==> src/vga_regmap_pkg.sv <==
/*
 * register map of the video controller
 * APB widths, register offsets and control field positions
 */
package vga_regmap_pkg;

   localparam int ADDR_W = 8;
   localparam int DATA_W = 32;

   // register offsets
   localparam logic [ADDR_W-1:0] REG_CTRL   = 8'h00;
   localparam logic [ADDR_W-1:0] REG_COLOR  = 8'h04;
   localparam logic [ADDR_W-1:0] REG_BARW   = 8'h08;
   localparam logic [ADDR_W-1:0] REG_FRAMES = 8'h0C;

   // ctrl fields: enable in bit 0, mode in bits 2:1
   localparam int CTRL_EN_BIT   = 0;
   localparam int CTRL_MODE_LSB = 1;
   localparam int CTRL_MODE_MSB = 2;

   // colour, bar shift and frame count field widths
   localparam int COLOR_W  = 3;
   localparam int BARW_W   = 4;
   localparam int FRAMES_W = 16;

endpackage

==> src/vga_video_pkg.sv <==
/*
 * video format definitions
 * colour and coordinate types shared by the raster, pattern and output
 * blocks, plus the pattern mode encoding
 */
package vga_video_pkg;

   // pixel coordinate width, covers 640x480 and below
   localparam int COORD_W = 10;

   // one bit per channel: red msb, then green, then blue
   typedef logic [2:0] rgb_t;

   typedef logic [COORD_W-1:0] coord_t;

   // value 3 is reserved and shows black
   typedef enum logic [1:0] {
      PAT_SOLID   = 2'd0,
      PAT_BARS    = 2'd1,
      PAT_CHECKER = 2'd2
   } pattern_mode_e;

endpackage

==> src/apb_vga_regs.sv <==
/*
 * APB control registers of the video controller
 * holds enable, pattern mode, solid colour and bar shift, and counts
 * frames while enabled. zero wait states, unknown offsets flag pslverr
 */
module apb_vga_regs (
   input  logic                                 clk_85MHz,
   input  logic                                 rst_n,
   input  logic                                 psel,
   input  logic                                 penable,
   input  logic                                 pwrite,
   input  logic [vga_regmap_pkg::ADDR_W-1:0]    paddr,
   input  logic [vga_regmap_pkg::DATA_W-1:0]    pwdata,
   output logic [vga_regmap_pkg::DATA_W-1:0]    prdata,
   output logic                                 pready,
   output logic                                 pslverr,
   input  logic                                 frame_start,
   output logic                                 enable,
   output vga_video_pkg::pattern_mode_e         mode,
   output vga_video_pkg::rgb_t                  solid_color,
   output logic [vga_regmap_pkg::BARW_W-1:0]    bar_shift
);

   logic [vga_regmap_pkg::FRAMES_W-1:0] frame_cnt;
   logic                                addr_ok;
   logic                                wr_en;
   logic [vga_regmap_pkg::DATA_W-1:0]   rd_mux;

   // ------------------------------------------------------------------------
   // address decode
   // ------------------------------------------------------------------------
   assign addr_ok = (paddr == vga_regmap_pkg::REG_CTRL)  ||
                    (paddr == vga_regmap_pkg::REG_COLOR) ||
                    (paddr == vga_regmap_pkg::REG_BARW)  ||
                    (paddr == vga_regmap_pkg::REG_FRAMES);

   // write lands in the access cycle, bad offsets are ignored
   assign wr_en   = psel && penable && pwrite && addr_ok;

   // no wait states
   assign pready  = 1'b1;
   assign pslverr = psel && penable && !addr_ok;

   // ------------------------------------------------------------------------
   // control registers
   // ------------------------------------------------------------------------
   always_ff @(posedge clk_85MHz or negedge rst_n)
   begin
      if (!rst_n)
      begin
         enable      <= 1'b0;
         mode        <= vga_video_pkg::PAT_SOLID;
         solid_color <= '0;
         bar_shift   <= '0;
      end
      else if (wr_en)
      begin
         case (paddr)
            vga_regmap_pkg::REG_CTRL:
            begin
               enable <= pwdata[vga_regmap_pkg::CTRL_EN_BIT];
               // raw cast, reserved code 3 is kept and shows black
               mode   <= vga_video_pkg::pattern_mode_e'(
                         pwdata[vga_regmap_pkg::CTRL_MODE_MSB:vga_regmap_pkg::CTRL_MODE_LSB]);
            end
            vga_regmap_pkg::REG_COLOR:
               solid_color <= pwdata[vga_regmap_pkg::COLOR_W-1:0];
            vga_regmap_pkg::REG_BARW:
               bar_shift <= pwdata[vga_regmap_pkg::BARW_W-1:0];
            default:
            begin
               // frames handled below
            end
         endcase
      end
   end

   // frame counter, a write clears it and wins over a count
   always_ff @(posedge clk_85MHz or negedge rst_n)
   begin
      if (!rst_n)
         frame_cnt <= '0;
      else if (wr_en && paddr == vga_regmap_pkg::REG_FRAMES)
         frame_cnt <= '0;
      else if (frame_start && enable)
         frame_cnt <= frame_cnt + 1'b1;
   end

   // ------------------------------------------------------------------------
   // read path, zero unless a read is selected
   // ------------------------------------------------------------------------
   always_comb
   begin
      rd_mux = '0;
      case (paddr)
         vga_regmap_pkg::REG_CTRL:
         begin
            rd_mux[vga_regmap_pkg::CTRL_EN_BIT] = enable;
            rd_mux[vga_regmap_pkg::CTRL_MODE_MSB:vga_regmap_pkg::CTRL_MODE_LSB] = mode;
         end
         vga_regmap_pkg::REG_COLOR:  rd_mux[vga_regmap_pkg::COLOR_W-1:0]  = solid_color;
         vga_regmap_pkg::REG_BARW:   rd_mux[vga_regmap_pkg::BARW_W-1:0]   = bar_shift;
         vga_regmap_pkg::REG_FRAMES: rd_mux[vga_regmap_pkg::FRAMES_W-1:0] = frame_cnt;
         default:                    rd_mux = '0;
      endcase
   end

   assign prdata = (psel && !pwrite) ? rd_mux : '0;

   // access phase must follow a setup phase with psel held
   a_penable_needs_psel: assert property (
      @(posedge clk_85MHz) disable iff (!rst_n) penable |-> psel);

endmodule

==> src/pattern_gen.sv <==
/*
 * test pattern generator
 * registers one colour per pixel from the coordinates: solid colour,
 * colour bars or a checkerboard of 4x4 squares
 */
module pattern_gen (
   input  logic                          clk_85MHz,
   input  logic                          rst_n,
   input  vga_video_pkg::pattern_mode_e  mode,
   input  vga_video_pkg::rgb_t           solid_color,
   input  logic [3:0]                    bar_shift,
   input  vga_video_pkg::coord_t         x,
   input  vga_video_pkg::coord_t         y,
   output vga_video_pkg::rgb_t           color
);

   vga_video_pkg::rgb_t color_next;
   vga_video_pkg::rgb_t bar_color;
   logic                checker_on;

   // bar index is x over the bar width, low 3 bits pick the colour
   assign bar_color  = vga_video_pkg::rgb_t'(x >> bar_shift);

   // squares of 4 pixels
   assign checker_on = x[2] ^ y[2];

   always_comb
   begin
      case (mode)
         vga_video_pkg::PAT_SOLID:   color_next = solid_color;
         vga_video_pkg::PAT_BARS:    color_next = bar_color;
         vga_video_pkg::PAT_CHECKER: color_next = checker_on ? 3'b111 : 3'b000;
         // reserved mode shows black
         default:                    color_next = 3'b000;
      endcase
   end

   // ------------------------------------------------------------------------
   // one cycle behind the timing signals
   // ------------------------------------------------------------------------
   always_ff @(posedge clk_85MHz or negedge rst_n)
   begin
      if (!rst_n)
         color <= '0;
      else
         color <= color_next;
   end

endmodule

==> src/raster_timing_gen.sv <==
/*
 * raster timing generator
 * horizontal and vertical counters with blanking first, then active
 * video. sync, active, coordinates and frame start are decoded from the
 * counters and registered
 */
module raster_timing_gen #(
   parameter int H_ACTIVE = 640,
   parameter int V_ACTIVE = 480,
   parameter int HFP      = 32,
   parameter int H_PULSE  = 48,
   parameter int HBP      = 112,
   parameter int VFP      = 1,
   parameter int V_PULSE  = 3,
   parameter int VBP      = 25
) (
   input  logic                  clk_85MHz,
   input  logic                  rst_n,
   input  logic                  enable,
   output logic                  hsync_raw,
   output logic                  vsync_raw,
   output logic                  active,
   output vga_video_pkg::coord_t x,
   output vga_video_pkg::coord_t y,
   output logic                  frame_start
);

   // blanking lengths and totals
   localparam int BLACK_H = HFP + H_PULSE + HBP;
   localparam int BLACK_V = VFP + V_PULSE + VBP;
   localparam int H_TOTAL = BLACK_H + H_ACTIVE;
   localparam int V_TOTAL = BLACK_V + V_ACTIVE;
   localparam int H_CW    = $clog2(H_TOTAL);
   localparam int V_CW    = $clog2(V_TOTAL);

   // decode points at counter width
   localparam logic [H_CW-1:0] H_SYNC_ON  = H_CW'(HFP);
   localparam logic [H_CW-1:0] H_SYNC_OFF = H_CW'(HFP + H_PULSE);
   localparam logic [H_CW-1:0] H_ACT_ON   = H_CW'(BLACK_H);
   localparam logic [H_CW-1:0] H_LAST     = H_CW'(H_TOTAL - 1);
   localparam logic [V_CW-1:0] V_SYNC_ON  = V_CW'(VFP);
   localparam logic [V_CW-1:0] V_SYNC_OFF = V_CW'(VFP + V_PULSE);
   localparam logic [V_CW-1:0] V_ACT_ON   = V_CW'(BLACK_V);
   localparam logic [V_CW-1:0] V_LAST     = V_CW'(V_TOTAL - 1);

   logic [H_CW-1:0] h_cnt;
   logic [V_CW-1:0] v_cnt;
   logic            act_now;

   // ------------------------------------------------------------------------
   // counters, held at zero while disabled
   // ------------------------------------------------------------------------
   always_ff @(posedge clk_85MHz or negedge rst_n)
   begin
      if (!rst_n)
      begin
         h_cnt <= '0;
         v_cnt <= '0;
      end
      else if (!enable)
      begin
         h_cnt <= '0;
         v_cnt <= '0;
      end
      else if (h_cnt == H_LAST)
      begin
         // end of line steps the line counter
         h_cnt <= '0;
         v_cnt <= (v_cnt == V_LAST) ? '0 : v_cnt + 1'b1;
      end
      else
         h_cnt <= h_cnt + 1'b1;
   end

   assign act_now = (h_cnt >= H_ACT_ON) && (v_cnt >= V_ACT_ON);

   // ------------------------------------------------------------------------
   // registered decode, syncs active low
   // ------------------------------------------------------------------------
   always_ff @(posedge clk_85MHz or negedge rst_n)
   begin
      if (!rst_n)
      begin
         hsync_raw   <= 1'b1;
         vsync_raw   <= 1'b1;
         active      <= 1'b0;
         x           <= '0;
         y           <= '0;
         frame_start <= 1'b0;
      end
      else
      begin
         hsync_raw   <= !(enable && h_cnt >= H_SYNC_ON && h_cnt < H_SYNC_OFF);
         vsync_raw   <= !(enable && v_cnt >= V_SYNC_ON && v_cnt < V_SYNC_OFF);
         active      <= enable && act_now;
         // coordinates only inside active video
         x           <= (enable && act_now) ? vga_video_pkg::coord_t'(h_cnt - H_ACT_ON) : '0;
         y           <= (enable && act_now) ? vga_video_pkg::coord_t'(v_cnt - V_ACT_ON) : '0;
         // first active pixel of the frame
         frame_start <= enable && (h_cnt == H_ACT_ON) && (v_cnt == V_ACT_ON);
      end
   end

   a_h_cnt_in_line: assert property (
      @(posedge clk_85MHz) disable iff (!rst_n) h_cnt <= H_LAST);

endmodule

==> src/vga_output_stage.sv <==
/*
 * video output stage
 * delays sync, active and coordinates one cycle to meet the pattern
 * colour, and blanks the colour outside active video
 */
module vga_output_stage (
   input  logic                  clk_85MHz,
   input  logic                  rst_n,
   input  logic                  hsync_raw,
   input  logic                  vsync_raw,
   input  logic                  active,
   input  vga_video_pkg::coord_t x_in,
   input  vga_video_pkg::coord_t y_in,
   input  vga_video_pkg::rgb_t   color,
   output logic                  hsync,
   output logic                  vsync,
   output vga_video_pkg::rgb_t   rgb,
   output vga_video_pkg::coord_t x,
   output vga_video_pkg::coord_t y
);

   logic active_d;

   // syncs idle high out of reset
   always_ff @(posedge clk_85MHz or negedge rst_n)
   begin
      if (!rst_n)
      begin
         hsync    <= 1'b1;
         vsync    <= 1'b1;
         active_d <= 1'b0;
         x        <= '0;
         y        <= '0;
      end
      else
      begin
         hsync    <= hsync_raw;
         vsync    <= vsync_raw;
         active_d <= active;
         x        <= x_in;
         y        <= y_in;
      end
   end

   // colour is already registered, blank with the aligned flag
   assign rgb = active_d ? color : '0;

   // hsync pulse sits in horizontal blanking
   a_dark_in_hsync: assert property (
      @(posedge clk_85MHz) disable iff (!rst_n) !hsync |-> (rgb == '0));

endmodule

==> src/vga_subsys_top.sv <==
/*
 * VGA video controller top level
 * APB register block, raster timing, pattern generator and output stage
 * on one clock, timing set by the parameters below
 */
module vga_subsys_top #(
   parameter int H_ACTIVE = 640,
   parameter int V_ACTIVE = 480,
   parameter int HFP      = 32,
   parameter int H_PULSE  = 48,
   parameter int HBP      = 112,
   parameter int VFP      = 1,
   parameter int V_PULSE  = 3,
   parameter int VBP      = 25
) (
   input  logic                              clk_85MHz,
   input  logic                              rst_n,
   input  logic                              psel,
   input  logic                              penable,
   input  logic                              pwrite,
   input  logic [vga_regmap_pkg::ADDR_W-1:0] paddr,
   input  logic [vga_regmap_pkg::DATA_W-1:0] pwdata,
   output logic [vga_regmap_pkg::DATA_W-1:0] prdata,
   output logic                              pready,
   output logic                              pslverr,
   output logic                              hsync,
   output logic                              vsync,
   output vga_video_pkg::rgb_t               rgb,
   output vga_video_pkg::coord_t             x,
   output vga_video_pkg::coord_t             y
);

   // control from the register block
   logic                                     enable;
   vga_video_pkg::pattern_mode_e             mode;
   vga_video_pkg::rgb_t                      solid_color;
   logic [vga_regmap_pkg::BARW_W-1:0]        bar_shift;

   // timing stage outputs
   logic                                     hsync_raw;
   logic                                     vsync_raw;
   logic                                     active;
   vga_video_pkg::coord_t                    x_raw;
   vga_video_pkg::coord_t                    y_raw;
   logic                                     frame_start;
   vga_video_pkg::rgb_t                      color;

   apb_vga_regs u_regs (
      .clk_85MHz   (clk_85MHz),
      .rst_n       (rst_n),
      .psel        (psel),
      .penable     (penable),
      .pwrite      (pwrite),
      .paddr       (paddr),
      .pwdata      (pwdata),
      .prdata      (prdata),
      .pready      (pready),
      .pslverr     (pslverr),
      .frame_start (frame_start),
      .enable      (enable),
      .mode        (mode),
      .solid_color (solid_color),
      .bar_shift   (bar_shift)
   );

   raster_timing_gen #(
      .H_ACTIVE (H_ACTIVE),
      .V_ACTIVE (V_ACTIVE),
      .HFP      (HFP),
      .H_PULSE  (H_PULSE),
      .HBP      (HBP),
      .VFP      (VFP),
      .V_PULSE  (V_PULSE),
      .VBP      (VBP)
   ) u_timing (
      .clk_85MHz   (clk_85MHz),
      .rst_n       (rst_n),
      .enable      (enable),
      .hsync_raw   (hsync_raw),
      .vsync_raw   (vsync_raw),
      .active      (active),
      .x           (x_raw),
      .y           (y_raw),
      .frame_start (frame_start)
   );

   // pattern register runs beside the output stage
   pattern_gen u_pattern (
      .clk_85MHz   (clk_85MHz),
      .rst_n       (rst_n),
      .mode        (mode),
      .solid_color (solid_color),
      .bar_shift   (bar_shift),
      .x           (x_raw),
      .y           (y_raw),
      .color       (color)
   );

   vga_output_stage u_out (
      .clk_85MHz (clk_85MHz),
      .rst_n     (rst_n),
      .hsync_raw (hsync_raw),
      .vsync_raw (vsync_raw),
      .active    (active),
      .x_in      (x_raw),
      .y_in      (y_raw),
      .color     (color),
      .hsync     (hsync),
      .vsync     (vsync),
      .rgb       (rgb),
      .x         (x),
      .y         (y)
   );

endmodule

==> config.mk <==
export PLATFORM = sky130hd
export DESIGN_NAME = vga_subsys_top
export DESIGN_NICKNAME = d
export VERILOG_FILES = /design/src/vga_regmap_pkg.sv /design/src/vga_video_pkg.sv /design/src/apb_vga_regs.sv /design/src/pattern_gen.sv /design/src/raster_timing_gen.sv /design/src/vga_output_stage.sv /design/src/vga_subsys_top.sv
export SDC_FILE = /design/constraint.sdc
export NUM_CORES = 1
export LEC_CHECK = 0
export ABC_AREA = 1
export BUFFER_PORTS_ARGS = -buffer_cell sky130_fd_sc_hd__buf_2
export CORE_UTILIZATION = 30
export DETAILED_ROUTE_END_ITERATION = 6
export MAX_ROUTING_LAYER = met4
export PLACE_DENSITY = 0.53
export SYNTH_ARGS = -nofsm -noshare
export SYNTH_HDL_FRONTEND = slang
export SYNTH_SLANG_ARGS = --single-unit
export TNS_END_PERCENT = 5
==> constraint.sdc <==
create_clock -name clk_85MHz -period 1.89 [get_ports clk_85MHz]
set_clock_uncertainty 0.2 [all_clocks]
set_input_delay 0.378 -clock clk_85MHz [delete_from_list [all_inputs] [get_ports clk_85MHz]]
set_output_delay 0.378 -clock clk_85MHz [all_outputs]
set_load 0.01 [all_outputs]
-- Word-level counts from Yosys, hierarchy flattened
Cells that the tools add are included.
- bits in registers: 95
- latch bits: 0
- memory bits (writable): 0
- memory bits (read-only): 0
- word-level logic and storage cells: 86
- memories kept: 0
- add/sub/neg operators: 5
- multipliers: 0
- divide/modulo/power cells: 0
- $lt $le $gt $ge: 6
- eq/ne operators: 10
- shifts and indexed selects: 1
- multiplexer cells: 16
- bitwise operators: 1
- reduce and logical (&&, ||, !) cells: 28
- operators with widths (cell ; number):
    $mux W16 ; 3
    $mux W10 ; 4
    $mux W9 ; 3
    $add A16 B1 Y16 const B ; 1
    $eq A8 B4 Y1 const B ; 2
    $logic_and A1 B1 Y1 ; 15
    $mux W12 ; 1
    $pmux W3 S4 ; 1
    $add A10 B1 Y10 const B ; 1
    $eq A10 B10 Y1 const B ; 1
    $eq A10 B8 Y1 const B ; 1
    $ge A10 B6 Y1 const B ; 1
    $ge A10 B8 Y1 const B ; 1
    $lt A10 B7 Y1 const B ; 1
    $shr A10 B4 Y3 ; 1
    $sub A10 B8 Y10 const B ; 1
    $sub A9 B5 Y10 const B ; 1
    $add A9 B1 Y9 const B ; 1
    $eq A9 B5 Y1 const B ; 1
    $eq A9 B9 Y1 const B ; 1
    $ge A9 B1 Y1 const B ; 1
    $ge A9 B5 Y1 const B ; 1
    $lt A9 B3 Y1 const B ; 1
    $pmux W3 S3 ; 1
    other kinds (13) ; 21

-- Depth between registers and ports, before layout
Gate-level depths: netlist (run 1).
- depth after elaboration: 7
- mapped depth: 9
- gate-level depth less buffers: 8

-- Hierarchy
Synthesis (run 1) repeated with hierarchy kept, for this count alone.
- cell total of the unflattened synthesis: 611
- area, all modules: 4884.7 µm²
- modules (own cells, without submodules) (module ; times used ; cells an instance ; area each (µm²) ; sequential area each (µm²)):
    raster_timing_gen ; 1 ; 253 ; 2152.1 ; 1078.5
    apb_vga_regs ; 1 ; 258 ; 1731.7 ; 650.6
    vga_output_stage ; 1 ; 29 ; 600.6 ; 578.1
    pattern_gen ; 1 ; 71 ; 400.4 ; 75.1

-- Worst setup path before layout (run 1)
OpenSTA, ideal clock, no wires.
- kind: input to output
- from: input port paddr[7] (netlist name)
- to: output port prdata[12] (netlist name)
- data arrival time: 1.336 ns
- setup slack: -0.024 ns
- stages: 6
- cells stage by stage: nor2_1 -> nand3_2 -> nor2_4 -> inv_1 -> clkbuf_1 -> nor3_1
- cells in the longest elaborated chain, start to end: 3
- RTL lines (item ; line ; source):
    start: declaration ; vga_subsys_top.sv:21 ; input logic [vga_regmap_pkg::ADDR_W-1:0] paddr,
    $eq A8 B4 Y1 ; apb_vga_regs.sv:95 ; case (paddr)
    $mux W12 ; apb_vga_regs.sv:95 ;
    $mux W16 ; apb_vga_regs.sv:108 ; assign prdata = (psel && !pwrite) ? rd_mux : '0;
    end: declaration ; vga_subsys_top.sv:23 ; output logic [vga_regmap_pkg::DATA_W-1:0] prdata,
Every way passes these cells.

-- Final worst setup path (run 1)
- from: input port paddr[6] (netlist name)
- to: output port prdata[0] (netlist name)
- cells in the longest elaborated chain, start to end: 3
- elaborated cells between the ends (all ways): 6
- classes of those cells: eq/ne (3); mux (2); reduce/logical (1)
- RTL lines (item ; line):
    $eq A8 B4 Y1, or another cell as far along ; apb_vga_regs.sv:95
    $pmux W3 S4 (*) ; apb_vga_regs.sv:95
    $mux W16 (*) ; apb_vga_regs.sv:108
Mark *: on every way between the ends. The rest lies on a longest branch, timed or not.

==> reports/qor.yml, run 1 <==
status: "finished with violations"
violations: "setup timing"
cpPeakStageDelay_ns: 0.15
hold_path_end: "u_regs.bar_shift[3]"
first_pass_iters: 4
yosysSeqAreaShare_pct: 49.9
htreeDepth: 3
p_per_area_mw_per_mm2: 673
async_flop_share_pct: 100
path_cells: "buf_6, nor2_4, nand3_4, nor2_4, buf_4, nand2_1, o21ai_1, nor2_1, nor2_1, buf_2"
synth_cells: 581
critPathBufInv: 3
reg2reg_slack_ns: 0.11
wl_um: 10800
clock-sinks: 95
vdd_ir_drop_max_uv: 406
cp-start-kind: "input pin"
met3_usage_pct: 2.63
diodes: 0
overflow: 0
syn-cell-area_sq_mm: 0.00477
use_met2_pct: 23.2
drv_slew: 0
grt_pass1_wl_um: 17800
drtIter0Drc: 227
io_pins: 104
hold_path_depth: 3
layout_setup_ws_ns: -0.106
antenna_found_initial: 0
initial_core_util_pct: 31.1
cp.required_ns: 1.31
crit_arrival_ns: 1.42
tightest_slew_ns: 0.526
crit_path_end_kind: "output port"
design.core.area_sq_mm: 0.0154
post-dp-hpwl_um: 8230
clockRootBuffer: "clkbuf_16"
ant_nets: 0
maxCapViolations: 0
setup_viol: 8
ys.flop_type: "dfrtp_1"
rsz0062_at_grt: "yes"
final_layout_size_suffix_gt1_share_pct: 21.8
slew_headroom_pct: 64.9
cp_top_family: "simple AND/OR/NAND/NOR gates"
top_usage_layer: "met2"
clockBufferDepth: 2
fin_crit_ns: 2.00
finalCritPeriodShare_pct: 106
hold_slack_ns: 0.107
chipWidth_um: 128
rows: 45
place_area_sq_mm: 0.00546
num_vias: 3937
synth_area_per_cell_sq_um: 8.22
vias_per_cell: 4.45
die-area_sq_mm: 0.0164
critical_path_class: "input pin to output port"
yosys.area.top_type: "dfrtp_1"
gp_congestion: 0.870
slowest_stage: "buf_4"
synth.most_common_cell: "nand2_1"
cts_made_buffers: 9
grt_pass1_vias: 3816
timing.hold.worst.start: "pwdata[3]"
grt_use_total_pct: 14.0
area.growth.synth_to_final_pct: 23.1
ys_seq_elements: 95
hold_violations: 0
dieHeight_um: 128
path_max_fanout: 6
clock.fmax_mhz: 501
yosys_warnings: 0
min_path_type: "input pin to flip-flop"
use_met1_pct: 17.3
p_leak_nw: 2.97
clkTransAtPathRegs_ns: 0.06
synth_common_cells: "nand2_1, dfrtp_1, nor2_1"
rr_worst_depth: 8
post_drt_wl_per_cell_um: 12.2
grt_max_degree: 31
yosys-top-cells-area: "dfrtp_1, nand2_1, nor2_1"
r2r_start: "u_timing.v_cnt[0]"
cts_tree: "yes"
ys_types: 31
drcViolationCount: 0
layout.nets: 725
final_area_sq_mm: 0.00588
clk_latency_ns: 0.34
synth_top_area_share_pct: 47.7
io_buffers: 58
synth_enable_flop_cells: 0
r2r_end: "u_timing.v_cnt[7]"
[metal layers]
layer	wire, um	part of all wire (%)	up-vias
met5	0	0	-
met2	5270	49	63
met4	98	0.91	0
met1	5030	47	1862
li1	-	-	1998
met3	359	3.3	14
[cell families after synthesis]
logic type	Yosys count	synth area share [%]
simple gates	291	27.0
buf+inv	104	10.1
flops	95	49.9
compound gates	64	7.39
xor+xnor	14	2.57
fa+ha+maj	11	2.88
other cells	2	0.157
[flip-flops by register name, summed over array words and instances (netlist names)]
signal,flops
u_out.active_d,1
u_out.hsync,1
u_out.vsync,1
u_out.x,10
u_out.y,10
u_pattern.color,3
u_regs.bar_shift,4
u_regs.enable,1
u_regs.frame_cnt,16
u_regs.mode,2
u_regs.solid_color,3
u_timing.active,1
u_timing.frame_start,1
u_timing.h_cnt,10
u_timing.hsync_raw,1
u_timing.v_cnt,9
u_timing.vsync_raw,1
u_timing.x,10
u_timing.y,10
[worst min-delay path, stage by stage]
cell     delay (ns)
buf_2          0.09
nor2_1         0.04
a21oi_1        0.10
[per-stage QoR]
step	util, %	cells	setup WS, ns	power, mW	setup TNS [ns]
2_1_floorplan	-	596	-0.0242	2.17	-0.169
3_3_place_gp	35.5	867	-0.150	2.24	-1.38
3_5_place_dp	35.5	867	-0.165	2.24	-1.64
4_1_cts	37.7	885	-0.0923	4.01	-0.787
5_1_grt	38.2	885	-0.207	4.10	-1.51
6_report	38.2	885	-0.106	3.95	-0.399
[layout by cell type, fill, tap and decap left out, drive strengths merged, types with 15 or more instances in the layout]
master / instances
nand2: 124
dfrtp: 91
buf: 91
nor2: 80
inv: 75
nand3: 39
o21ai: 32
nor3: 28
a21oi: 23
conb: 17
nand4: 15
[how the worst max path moves through the flow]
stage / startpoint / to / slack [ns] / depth (start not counted)
after floorplan: paddr[7] / prdata[12] / -0.02 / 6
after global placement: paddr[7] / prdata[0] / -0.15 / 9
after detailed placement: paddr[7] / prdata[1] / -0.16 / 9
after CTS: paddr[6] / prdata[0] / -0.09 / 9
after global routing: paddr[6] / prdata[1] / -0.21 / 9
final: paddr[6] / prdata[0] / -0.11 / 10
[power by group]
| group | switching, mW | internal [mW] | leakage, nW |
|---|---|---|---|
| logic | 0.113 | 0.0549 | 1.54 |
| registers | 0.00738 | 2.04 | 1.29 |
| clock network | 0.798 | 0.941 | 0.136 |
| total | 0.919 | 3.04 | 2.97 |
[final cells by class]
class,instances,area (sq um)
Tap cell,211,264
Clock inverter,5,42.5
Inverter,74,278
Sequential cell,95,2380
Multi-Input combinational cell,397,2050
Clock buffer,11,243
Fill cell,1563,9500
Timing Repair Buffer,92,614
[timing repair]
item	in CTS	in global routing
gates cloned	0	0
setup buffers	1	0
resized for setup	9	23
endpoints found under the setup margin	17	55
pin swaps	6	2
hold buffers	1	0
endpoints found under the hold margin	25	0
Note: power is estimated with default switching activity, not from simulation.
==> run 2: changes to the inputs <==
SYNTH_HIERARCHICAL = 1   (was default)
==> run 2 against run 1 <==
The run still ends with setup timing left. Final cell count rose by 3.8%. Die area is 2.3% higher. Synthesized cell count is 5.2% higher. Utilization decreased by 0.71 points. Sequential power barely moved. Critical path type unchanged. Critical endpoint unchanged.
==> reports/qor.yml, run 2 <==
reg2reg_slack_ns: 0.18  # +0.07 ns
path_max_fanout: 9  # +3
ys_types: 31  # unchanged
synth_area_per_cell_sq_um: 7.99  # -2.7%
critical_path_class: "input pin to output port"
clock-sinks: 95  # unchanged
antenna_found_initial: 0  # unchanged
wl_um: 10600  # -1.1%
hold_violations: 0  # unchanged
cpPeakStageDelay_ns: 0.18  # +0.03 ns
grt_max_degree: 59  # +90%
initial_core_util_pct: 30.7  # -0.31 points
place_ws_ns: -0.117  # +0.0476 ns
ys_seq_elements: 95  # unchanged
diodes: 0  # unchanged
top_usage_layer: "met2"
num_vias: 4073  # +3.5%
final_area_sq_mm: 0.00596  # +1.4%
yosysSeqAreaShare_pct: 48.8  # -1.1 points
clkTransAtPathRegs_ns: 0.06  # about the same
finalPower_mw: 4.05  # +2.4%
largest_reg_flops: 16  # unchanged
ant_nets: 0  # unchanged
post-dp-hpwl_um: 8090  # -1.8%
synth_enable_flop_cells: 0  # unchanged
synth.most_common_cell: "nand2_1"
largest_register: "u_regs/frame_cnt"
syn-cell-area_sq_mm: 0.00488  # +2.3%
use_met2_pct: 23.5  # +0.29 points
rsz0062_at_grt: "yes"
finalCritPeriodShare_pct: 102  # -3.5 points
cp-start-kind: "input pin"
cts_tree: "yes"
clockRootBuffer: "clkbuf_16"
vdd_ir_drop_max_uv: 322  # -21%
grt_pass1_wl_um: 18100  # +1.4%
final-instance-count-excl-fill: 919  # +3.8%
p_per_area_mw_per_mm2: 679  # +0.93%
synth_common_cells: "nand2_1, dfrtp_1, inv_1"
htreeDepth: 3  # unchanged
crit_arrival_ns: 1.35  # -0.07 ns
first_pass_iters: 5  # +1
cp_top_family: "simple AND/OR/NAND/NOR gates"
setup_viol: 11  # +3
worst_path_most_repeated_cell: "nand2_1"
synth_cells: 611  # +5.2%
ys.flop_type: "dfrtp_1"
async_flop_share_pct: 100  # unchanged
die-area_sq_mm: 0.0168  # +2.3%
slowest_stage: "nor2_4"
fin_crit_ns: 1.93  # -0.0665 ns
io_buffers: 58  # unchanged
final_common_cell: "nand2_1"
io_pins: 104  # unchanged
overflow: 0  # unchanged
vias_per_cell: 4.43  # -0.37%
gp_congestion: 0.887  # +2.0%
drv_slew: 0  # unchanged
layout_setup_ws_ns: -0.0398  # +0.0665 ns
met3_usage_pct: 3.10  # +0.47 points
chipWidth_um: 130  # +1.1%
cts_made_buffers: 9  # unchanged
violations: "setup timing"
p_leak_nw: 3.07  # +3.3%
design.core.area_sq_mm: 0.0159  # +3.3%
yosys-top-cells-area: "dfrtp_1, nand2_1, inv_1"
use_met1_pct: 16.6  # -0.67 points
grt_pass1_vias: 4022  # +5.4%
hold_slack_ns: 0.101  # -0.00549 ns
place_area_sq_mm: 0.00555  # +1.6%
critPathBufInv: 4  # +1
crit_path_end_kind: "output port"
final_cell_mix: "nand2_1, dfrtp_1, inv_1, nor2_1, buf_2"
rows: 46  # +2.2%
cp.required_ns: 1.31  # about the same
clk_latency_ns: 0.34  # about the same
yosys_warnings: 6  # +6
maxCapViolations: 0  # unchanged
clock.fmax_mhz: 518  # +3.4%
dp_cells: 901  # +3.9%
final_layout_size_suffix_gt1_share_pct: 22.6  # +0.81 points
yosys.area.top_type: "dfrtp_1"
drcViolationCount: 0  # unchanged
area.growth.synth_to_final_pct: 22.0
path_cells: "buf_6, inv_2, nand2_2, nor2_4, buf_12, o211ai_1, nand2_1, nand2_1, nor2_2, buf_2"
dieHeight_um: 130  # +1.1%
layout.nets: 754  # +4.0%
status: "finished with violations"
grt_use_total_pct: 14.1  # +0.028 points
post_drt_wl_per_cell_um: 11.6  # -4.8%
drtIter0Drc: 251  # +11%
clockBufferDepth: 2  # unchanged
synth_top_area_share_pct: 46.6  # -1.1 points
min_path_type: "input pin to flip-flop"
## run 2: stage by stage
| stage | setup TNS (ns) | utilization, % |
|---|---|---|
| finish | -0.210 | 37.5 |
| global route | -2.05 | 37.5 |
| CTS | -0.610 | 37.2 |
| detailed placement | -0.862 | 34.9 |
| global placement | -0.727 | 34.9 |
| floorplan | 0 | - |
## run 2: final timing paths
kind / start / end / cells after the start
worst min register to register: u_timing/y[3] / u_out/y[3] / 0
worst min-delay path: pwdata[3] / u_regs/bar_shift[3] / 3
worst max-delay path: paddr[4] / prdata[0] / 10
worst max register to register: u_timing/h_cnt[1] / u_timing/v_cnt[3] / 9
max in group asynchronous: rst_n / u_out/vsync / 3
min in group asynchronous: rst_n / u_pattern/color[0] / 2
## run 2: metal layers
layer | vias to the layer above | routed length (um)
met3 | 18 | 472
met5 | - | 0
met1 | 1921 | 4820
li1 | 2050 | -
met2 | 84 | 5120
met4 | 0 | 215
## run 2: where the power goes
group	total (mW)	switching [mW]	internal, mW
Sequential	2.05	0.00751	2.04
Combinational	0.168	0.114	0.0537
Clock	1.83	0.766	1.07
Total	4.05	0.887	3.16
## run 2: worst reg2reg max path, delay by kind of cell, from the launching register on
family                     cells  cell delay [ns]
buffers and inverters          2             0.24
adders and majority gates      1             0.20
AOI/OAI and AO/OA              1             0.08
and+or+nand+nor                5             0.50
DFF                            1             0.39
## run 2: cell families (layout without fill, tap and decap cells)
logic type | after synthesis | after routing | synth area share [%]
XOR/XNOR | 15 | 15 | 2.69
flip-flops | 95 | 95 | 48.8
adder cells (fa/ha/maj) | 11 | 11 | 2.82
buffers and inverters | 111 | 188 | 10.6
AO/OA/AOI/OAI | 52 | 52 | 5.79
AND/OR/NAND/NOR | 325 | 325 | 29.2
other | 2 | 17 | 0.154
## run 2: cell type report
| cell class | count | area, sq um |
|---|---|---|
| clock inverter | 6 | 68.8 |
| fill | 1684 | 9930 |
| inverter | 83 | 312 |
| clock buffer | 10 | 239 |
| timing repair buffer | 89 | 586 |
| multi-input combinational | 420 | 2100 |
| tap | 216 | 270 |
| sequential | 95 | 2380 |
## run 2: timing repair
action	in CTS	in global routing
buffers inserted	1	0
endpoints found under the hold margin	20	0
resized for setup	8	17
hold buffers	1	0
pin swaps	1	2
setup endpoints to repair	15	50
